### src/hw/policer_pkg.sv
// Shared widths, fixed-point formats and table selects for the ingress policer.
// Imported by every policer module and by the testbench.
`default_nettype none

package policer_pkg;

    ////////////////////////////////////////////////////////////
    // Port counts

    localparam int num_ports     = 11;
    localparam int num_egr_ports = 11;

    ////////////////////////////////////////////////////////////
    // Field widths

    localparam int port_bits     = 4;
    localparam int prio_bits     = 3;
    // Enough for a 1500 byte MTU
    localparam int byte_len_bits = 11;

    ////////////////////////////////////////////////////////////
    // Fixed-point formats

    // CIR is bytes per cycle, 16.8
    localparam int cir_whole_bits = 16;
    localparam int cir_frac_bits  = 8;
    localparam int cir_bits       = cir_whole_bits + cir_frac_bits;

    // CBS in whole bytes
    localparam int cbs_bits = 24;

    // Bucket level keeps the same fraction as CIR so drains add up exactly
    localparam int level_whole_bits = 24;
    localparam int level_frac_bits  = cir_frac_bits;
    localparam int level_bits       = level_whole_bits + level_frac_bits;

    ////////////////////////////////////////////////////////////
    // Types

    typedef logic [port_bits-1:0]     port_t;
    typedef logic [prio_bits-1:0]     prio_t;
    typedef logic [byte_len_bits-1:0] byte_len_t;
    typedef logic [cir_bits-1:0]      cir_t;
    typedef logic [cbs_bits-1:0]      cbs_t;
    typedef logic [level_bits-1:0]    level_t;

    // Packet length plus whole bucket bytes, one carry bit wider than the level
    typedef logic [level_whole_bits:0] byte_sum_t;

    // Config table select on the write strobe
    typedef enum logic {
        cfg_cir_table = 1'b0,
        cfg_cbs_table = 1'b1
    } cfg_table_e;

endpackage

`default_nettype wire

### src/hw/bucket_store.sv
// Token bucket levels, one per ingress port, drained by CIR every cycle.
// Accepted packets charge their port's bucket; the new level shows one cycle later.
`default_nettype none

module bucket_store
    import policer_pkg::*;
(
    input  logic      core_clk_ifc,
    input  logic      timer_reset,

    input  cir_t      cir [num_ports],

    input  logic      charge_valid,
    input  port_t     charge_port,
    input  byte_len_t charge_len,

    output level_t    levels [num_ports]
);

    ////////////////////////////////////////////////////////////
    // Charge alignment

    // Byte length sits on the whole-byte bits of the level
    level_t charge_amt;

    assign charge_amt = level_t'({charge_len, {level_frac_bits{1'b0}}});

    ////////////////////////////////////////////////////////////
    // Next level per port

    level_t cir_ext   [num_ports];
    level_t drained   [num_ports];
    level_t level_nxt [num_ports];

    always_comb begin
        for (int i = 0; i < num_ports; i++) begin
            // 16.8 CIR widened to the 24.8 level format
            cir_ext[i] = level_t'(cir[i]);

            // Drain first, floor at empty
            if (levels[i] > cir_ext[i]) begin
                drained[i] = levels[i] - cir_ext[i];
            end else begin
                drained[i] = '0;
            end

            // Then add the charge, if it is for this port
            if (charge_valid && (charge_port == port_t'(i))) begin
                level_nxt[i] = drained[i] + charge_amt;
            end else begin
                level_nxt[i] = drained[i];
            end
        end
    end

    ////////////////////////////////////////////////////////////
    // Level registers

    // The marker never charges past CBS, so the sum stays inside 24 whole bits
    always_ff @(posedge core_clk_ifc) begin
        if (timer_reset) begin
            for (int i = 0; i < num_ports; i++) begin
                levels[i] <= '0;
            end
        end else begin
            for (int i = 0; i < num_ports; i++) begin
                levels[i] <= level_nxt[i];
            end
        end
    end

endmodule

`default_nettype wire

### src/hw/drop_marker.sv
// Judges each descriptor against its port's bucket and CBS, issues the charge
// for accepted packets and registers the descriptor with its drop mark.
`default_nettype none

module drop_marker
    import policer_pkg::*;
(
    input  logic                 core_clk_ifc,
    input  logic                 timer_reset,

    input  logic [num_ports-1:0] enable,
    input  cbs_t                 cbs [num_ports],
    input  level_t               levels [num_ports],

    input  logic                 desc_valid,
    input  port_t                desc_ing_port,
    input  port_t                desc_egr_port,
    input  prio_t                desc_prio,
    input  byte_len_t            desc_len,

    output logic                 charge_valid,
    output port_t                charge_port,
    output byte_len_t            charge_len,

    output logic                 out_valid,
    output port_t                out_ing_port,
    output port_t                out_egr_port,
    output prio_t                out_prio,
    output byte_len_t            out_len,
    output logic                 out_drop_mark
);

    ////////////////////////////////////////////////////////////
    // Bucket select

    level_t    sel_level;
    cbs_t      sel_cbs;
    logic      sel_enable;
    byte_sum_t need_bytes;
    logic      over_cbs;
    logic      drop_mark;

    // Out of range ingress ports select nothing and behave as disabled
    always_comb begin
        sel_level  = '0;
        sel_cbs    = '0;
        sel_enable = 1'b0;
        for (int i = 0; i < num_ports; i++) begin
            if (desc_ing_port == port_t'(i)) begin
                sel_level  = levels[i];
                sel_cbs    = cbs[i];
                sel_enable = enable[i];
            end
        end
    end

    // Any leftover fraction rounds the bucket up by one byte
    assign need_bytes = byte_sum_t'(desc_len)
                      + byte_sum_t'(sel_level[level_bits-1:level_frac_bits])
                      + byte_sum_t'(|sel_level[level_frac_bits-1:0]);

    assign over_cbs  = need_bytes > byte_sum_t'(sel_cbs);
    assign drop_mark = sel_enable && over_cbs;

    ////////////////////////////////////////////////////////////
    // Charge to bucket_store

    assign charge_valid = desc_valid && sel_enable && !over_cbs;
    assign charge_port  = desc_ing_port;
    assign charge_len   = desc_len;

    ////////////////////////////////////////////////////////////
    // Output register

    always_ff @(posedge core_clk_ifc) begin
        if (timer_reset) begin
            out_valid <= 1'b0;
        end else begin
            out_valid <= desc_valid;
        end
    end

    // Descriptor fields only qualified by out_valid
    always_ff @(posedge core_clk_ifc) begin
        out_ing_port  <= desc_ing_port;
        out_egr_port  <= desc_egr_port;
        out_prio      <= desc_prio;
        out_len       <= desc_len;
        out_drop_mark <= drop_mark;
    end

endmodule

`default_nettype wire

### src/hw/ingress_policer.sv
// Top level of the per-port ingress policer with one cycle descriptor latency.
// Config writes and port enables come in as plain signals.
`default_nettype none

module ingress_policer
    import policer_pkg::*;
(
    input  logic                 core_clk_ifc,
    input  logic                 timer_reset,

    // Config write strobe
    input  logic                 cfg_valid,
    input  cfg_table_e           cfg_table,
    input  port_t                cfg_port,
    input  cbs_t                 cfg_data,

    input  logic [num_ports-1:0] enable,

    // Descriptor in
    input  logic                 desc_valid,
    input  port_t                desc_ing_port,
    input  port_t                desc_egr_port,
    input  prio_t                desc_prio,
    input  byte_len_t            desc_len,

    // Descriptor out with drop mark
    output logic                 out_valid,
    output port_t                out_ing_port,
    output port_t                out_egr_port,
    output prio_t                out_prio,
    output byte_len_t            out_len,
    output logic                 out_drop_mark
);

    cir_t      cir    [num_ports];
    cbs_t      cbs    [num_ports];
    level_t    levels [num_ports];

    logic      charge_valid;
    port_t     charge_port;
    byte_len_t charge_len;

    ////////////////////////////////////////////////////////////
    // Config tables

    policer_config_table u_config_table (
        .core_clk_ifc (core_clk_ifc),
        .timer_reset  (timer_reset),
        .cfg_valid    (cfg_valid),
        .cfg_table    (cfg_table),
        .cfg_port     (cfg_port),
        .cfg_data     (cfg_data),
        .cir          (cir),
        .cbs          (cbs)
    );

    ////////////////////////////////////////////////////////////
    // Buckets

    bucket_store u_bucket_store (
        .core_clk_ifc (core_clk_ifc),
        .timer_reset  (timer_reset),
        .cir          (cir),
        .charge_valid (charge_valid),
        .charge_port  (charge_port),
        .charge_len   (charge_len),
        .levels       (levels)
    );

    ////////////////////////////////////////////////////////////
    // Marking decision

    drop_marker u_drop_marker (
        .core_clk_ifc  (core_clk_ifc),
        .timer_reset   (timer_reset),
        .enable        (enable),
        .cbs           (cbs),
        .levels        (levels),
        .desc_valid    (desc_valid),
        .desc_ing_port (desc_ing_port),
        .desc_egr_port (desc_egr_port),
        .desc_prio     (desc_prio),
        .desc_len      (desc_len),
        .charge_valid  (charge_valid),
        .charge_port   (charge_port),
        .charge_len    (charge_len),
        .out_valid     (out_valid),
        .out_ing_port  (out_ing_port),
        .out_egr_port  (out_egr_port),
        .out_prio      (out_prio),
        .out_len       (out_len),
        .out_drop_mark (out_drop_mark)
    );

endmodule

`default_nettype wire

### src/hw/policer_config_table.sv
// Per-port CIR and CBS registers, loaded one entry at a time by the config strobe.
// A write is in use from the cycle after the strobe.
`default_nettype none

module policer_config_table
    import policer_pkg::*;
(
    input  logic       core_clk_ifc,
    input  logic       timer_reset,

    input  logic       cfg_valid,
    input  cfg_table_e cfg_table,
    input  port_t      cfg_port,
    input  cbs_t       cfg_data,

    output cir_t       cir [num_ports],
    output cbs_t       cbs [num_ports]
);

    ////////////////////////////////////////////////////////////
    // Write decode

    logic [num_ports-1:0] port_hit;
    logic                 cir_we;
    logic                 cbs_we;

    // Ports at or above num_ports match no entry, so the write is dropped
    always_comb begin
        for (int i = 0; i < num_ports; i++) begin
            port_hit[i] = (cfg_port == port_t'(i));
        end
    end

    assign cir_we = cfg_valid && (cfg_table == cfg_cir_table);
    assign cbs_we = cfg_valid && (cfg_table == cfg_cbs_table);

    ////////////////////////////////////////////////////////////
    // Table registers

    always_ff @(posedge core_clk_ifc) begin
        if (timer_reset) begin
            for (int i = 0; i < num_ports; i++) begin
                cir[i] <= '0;
                cbs[i] <= '0;
            end
        end else begin
            for (int i = 0; i < num_ports; i++) begin
                if (cir_we && port_hit[i]) begin
                    // CIR and CBS share the 24 bit data field
                    cir[i] <= cir_t'(cfg_data);
                end
                if (cbs_we && port_hit[i]) begin
                    cbs[i] <= cfg_data;
                end
            end
        end
    end

endmodule

`default_nettype wire

### config.mk
export PLATFORM = sky130hd
export DESIGN_NAME = ingress_policer
export DESIGN_NICKNAME = d
export VERILOG_FILES = /design/src/hw/policer_pkg.sv /design/src/hw/bucket_store.sv /design/src/hw/drop_marker.sv /design/src/hw/ingress_policer.sv /design/src/hw/policer_config_table.sv
export SDC_FILE = /design/constraint.sdc
export NUM_CORES = 2
export LEC_CHECK = 0
export BUFFER_PORTS_ARGS = -buffer_cell sky130_fd_sc_hd__buf_2
export CORE_AREA = 2 2 345 347
export CTS_CLUSTER_SIZE = 28
export DETAILED_ROUTE_END_ITERATION = 10
export DIE_AREA = 0 0 347 349
export GPL_TIMING_DRIVEN = 0
export HOLD_SLACK_MARGIN = 0.08
export PLACE_DENSITY_LB_ADDON = 0.1
export SETUP_SLACK_MARGIN = 0.02
export SLEW_MARGIN = 5
export SYNTH_ARGS = -nofsm -noshare
export SYNTH_HDL_FRONTEND = slang
export SYNTH_SLANG_ARGS = --single-unit
### constraint.sdc
create_clock -name core_clk_ifc -period 21.4 [get_ports core_clk_ifc]
set_input_delay 2.14 -clock core_clk_ifc [delete_from_list [all_inputs] [get_ports core_clk_ifc]]
set_output_delay 2.14 -clock core_clk_ifc [all_outputs]
set_load 0.01 [all_outputs]
==> results.toml <==
[outcome]
status = "finished, violations left"
violations = "capacitance limit, slew limit"

[route]
drc = 0
vias = 66596
dr.pass1.iters = 9
drtIter0Drc = 9579
detail-route-antenna-nets = 0
wire_per_inst_um = 28.0
viasPerCell = 6.52
wl_um = 286000

[placed_design]
gp_congestion = 1.10
dp_slack_ns = 6.68
dp.cells = 9998
hpwl_um = 216000
io_buffers = 89
dpl_cell_area_mm2 = 0.0644

[clocking]
cts_root_buf = "clkbuf_16"
postCtsSetupBuffers = 0
clkLatencyLatePin_ns = 0.80
cts_tree = "yes"
path_clk_slew_ns = 0.06
cts_buffers = 105
ctsResizeCount = 0
cts_hold_buffers = 0
clock_sinks = 904
cts_htree_levels = 3
cts_buffer_depth = 3

[finish]
final-instance-count-excl-fill = 10212
nets = 9079
fill_cells = 11214
layout-drive-gt1-share_pct = 5.69
design_area_mm2 = 0.0683
area_delta_synth_final_pct = 10.4

[run]
maxCapViolCount = 9

[timing]
hold_viol = 0
finalCriticalPeriod_ns = 14.78
finalCritPeriodShare_pct = 69.1
worst_slew_pin_slew_ns = 1.61
worst_hold_slack_ns = 0.452
worst_slack_ns = 6.62
timing.slew.headroom_pct = -7.20
fmax_mhz = 67.7
final.setup.tns_ns = 0
skew_ns = 0.0783
rsz0062_at_grt = "false"
setup_viol = 0
finalMaxSlewViolations = 92

[synthesis]
synth_top_area_share_pct = 29.2
syn-cell-area_mm2 = 0.0619
synthFlopType = "dfxtp_1"
ys_seq_elements = 904
async_flop_share_pct = 0
seq_area_frac_synth_pct = 29.2
synth_edf_count = 0
syn_inst = 8364
synth.largest_area_cell = "dfxtp_1"
synth_cell_types = 102
ys_warn_count = 0
avgSynthCellArea_um2 = 7.40
synth_nets = 8873
synth_area_leaders = "dfxtp_1, nand2_1, ha_1"

[pwr]
p_leak_nw = 25.7
p_per_area_mw_per_mm2 = 178
pwr-share-seq_pct = 18.8
swShare_pct = 49.3
p_int_w = 0.00618
vdd_ir_drop_max_mv = 0.0878
pwr-share-clk_pct = 16.5
combinationalPowerShare_pct = 64.7
p_sw_w = 0.00601

[global_routing]
gr-usage-all-layers_pct = 45.3
grt_start_max_net_pins = 19
grt.overflow.total = 0
antenna_found_initial = 32
grt_pass1_wl_um = 403000
grt_pass1_vias = 59929

[floorplan]
ios = 90
die_w_um = 347
coreArea_mm2 = 0.117
row_count = 126
die_h_um = 349
die_area_mm2 = 0.121
initial_core_util_pct = 52.7

[worst_setup_path]
critPathMostFrequentCell = "buf_2"
crit_fanout = 10
cp_top_family = "compound AO/OA/AOI/OAI gates"
crit_path_start_kind = "primary input"
cp-end-kind = "register"
cp.arrival_ns = 15.43
crit_required_ns = 22.05
crit_path_top_delay_cell = "a21oi_1"
path_class = "primary input to register"
slowest_delay_ns = 1.33
crit_buf_inv = 10

[hold_path]
hp-class = "register to register"
power by group through the flow:
stage                     clock, W  sequential (W)  combinational (W)
final                      0.00201         0.00230            0.00789
after global routing       0.00207         0.00228            0.00860
after CTS                  0.00200         0.00226            0.00763
after detailed placement         0         0.00229            0.00757
after global placement           0         0.00229            0.00745
after floorplan                  0         0.00206            0.00592
Yosys cell counts, drive strengths merged (23+ instances only):
master	count
xnor2	236
a2111oi	34
a31oi	49
a31o	24
a211oi	84
ha	419
nor2	638
o21a	73
a22oi	86
buf	61
and3	55
nor4	61
nand2	1607
a21oi	1028
or2	41
inv	407
fa	24
dfxtp	904
o211ai	43
a22o	29
a211o	33
nand4	87
or4	42
and2	57
nand2b	75
nor3	191
a21o	148
or3	93
a21boi	25
nor2b	91
a221oi	32
o21ai	312
o21bai	42
o22ai	23
nand3b	26
nor3b	35
xor2	143
nand3	171
clkbuf	363
o31ai	50
mux2i	78
o31a	29
and4	29
area by class of cell:
| cell class | count | area [µm²] | area share [%] |
|---|---|---|---|
| Antenna cell | 15 | 37.5 | 0.0550 |
| Multi-Input combinational cell | 6629 | 40500 | 59.4 |
| Clock buffer | 148 | 3080 | 4.51 |
| Buffer | 424 | 1770 | 2.60 |
| Clock inverter | 50 | 753 | 1.10 |
| Inverter | 407 | 1530 | 2.24 |
| Tap cell | 1536 | 1920 | 2.81 |
| Timing Repair Buffer | 99 | 566 | 0.828 |
| Sequential cell | 904 | 18100 | 26.5 |
sequential cells by signal, summed over array words and instances (netlist names):
register / count
u_config_table.cir: 264
u_drop_marker.out_ing_port: 4
u_drop_marker.out_valid: 1
u_drop_marker.out_prio: 3
u_config_table.cbs: 264
u_drop_marker.out_len: 11
u_drop_marker.out_drop_mark: 1
u_bucket_store.levels: 352
u_drop_marker.out_egr_port: 4
worst register-to-register path, delay by kind of cell (launching register included):
kind                       cells  cell delay [ns]
AOI/OAI and AO/OA             11             5.48
xor gates and xnor gates       1             0.23
adders and majority gates      3             0.80
buffers and inverters          2             0.70
DFF                            1             0.32
and+or+nand+nor               10             4.15
worst paths after layout:
kind                                           startpoint                    endpoint  slack (ns)  depth (start not counted)
worst min-delay path              u_config_table.cir[183]     u_config_table.cir[183]        0.45                          2
worst max register to register  u_bucket_store.levels[64]  u_bucket_store.levels[308]        9.63                         27
worst min register to register    u_config_table.cir[183]     u_config_table.cir[183]        0.45                          2
worst max-delay path                     desc_ing_port[0]  u_bucket_store.levels[308]        6.62                         35
stage by stage:
stage	power, W	util [%]
6_report	0.0122	58.2
4_1_cts	0.0119	58.1
2_1_floorplan	0.00798	-
3_5_place_dp	0.00986	54.8
3_3_place_gp	0.00974	54.7
5_1_grt	0.0129	58.1
cell families (layout without fill, tap and decap cells):
family,after synthesis,after routing,share of synthesized area (%)
buffers and inverters,831,1128,5.28
XOR/XNOR,379,379,5.37
AND/OR/NAND/NOR,3373,3373,25.0
flip-flops,904,904,29.2
multiplexers,116,116,2.27
AO/OA/AOI/OAI,2318,2318,23.6
other,0,15,0
adder cells (fa/ha/maj),443,443,9.25
routing by layer:
layer  GRT usage (%)  vias to the layer above  wire length [µm]
met1            59.9                    31301            113000
met2            63.2                     4223            111000
met5               0                        -               136
met4            30.7                       20             22800
met3            13.3                      988             38600
li1                -                    30064                 -
cells in the final DEF (no fill, tap or decap), types with 90 or more instances in the layout:
cell type / instances
nand3_1: 171
xnor2_1: 236
or3_1: 93
dfxtp_1: 904
o21ai_0: 300
nand2_1: 1606
inv_1: 406
clkbuf_16: 105
buf_2: 114
ha_1: 419
nor2b_1: 90
xor2_1: 143
clkbuf_1: 347
nor3_1: 189
a21oi_1: 1028
nor2_1: 633
a21o_1: 148
Power figures use the tool's default switching activity.
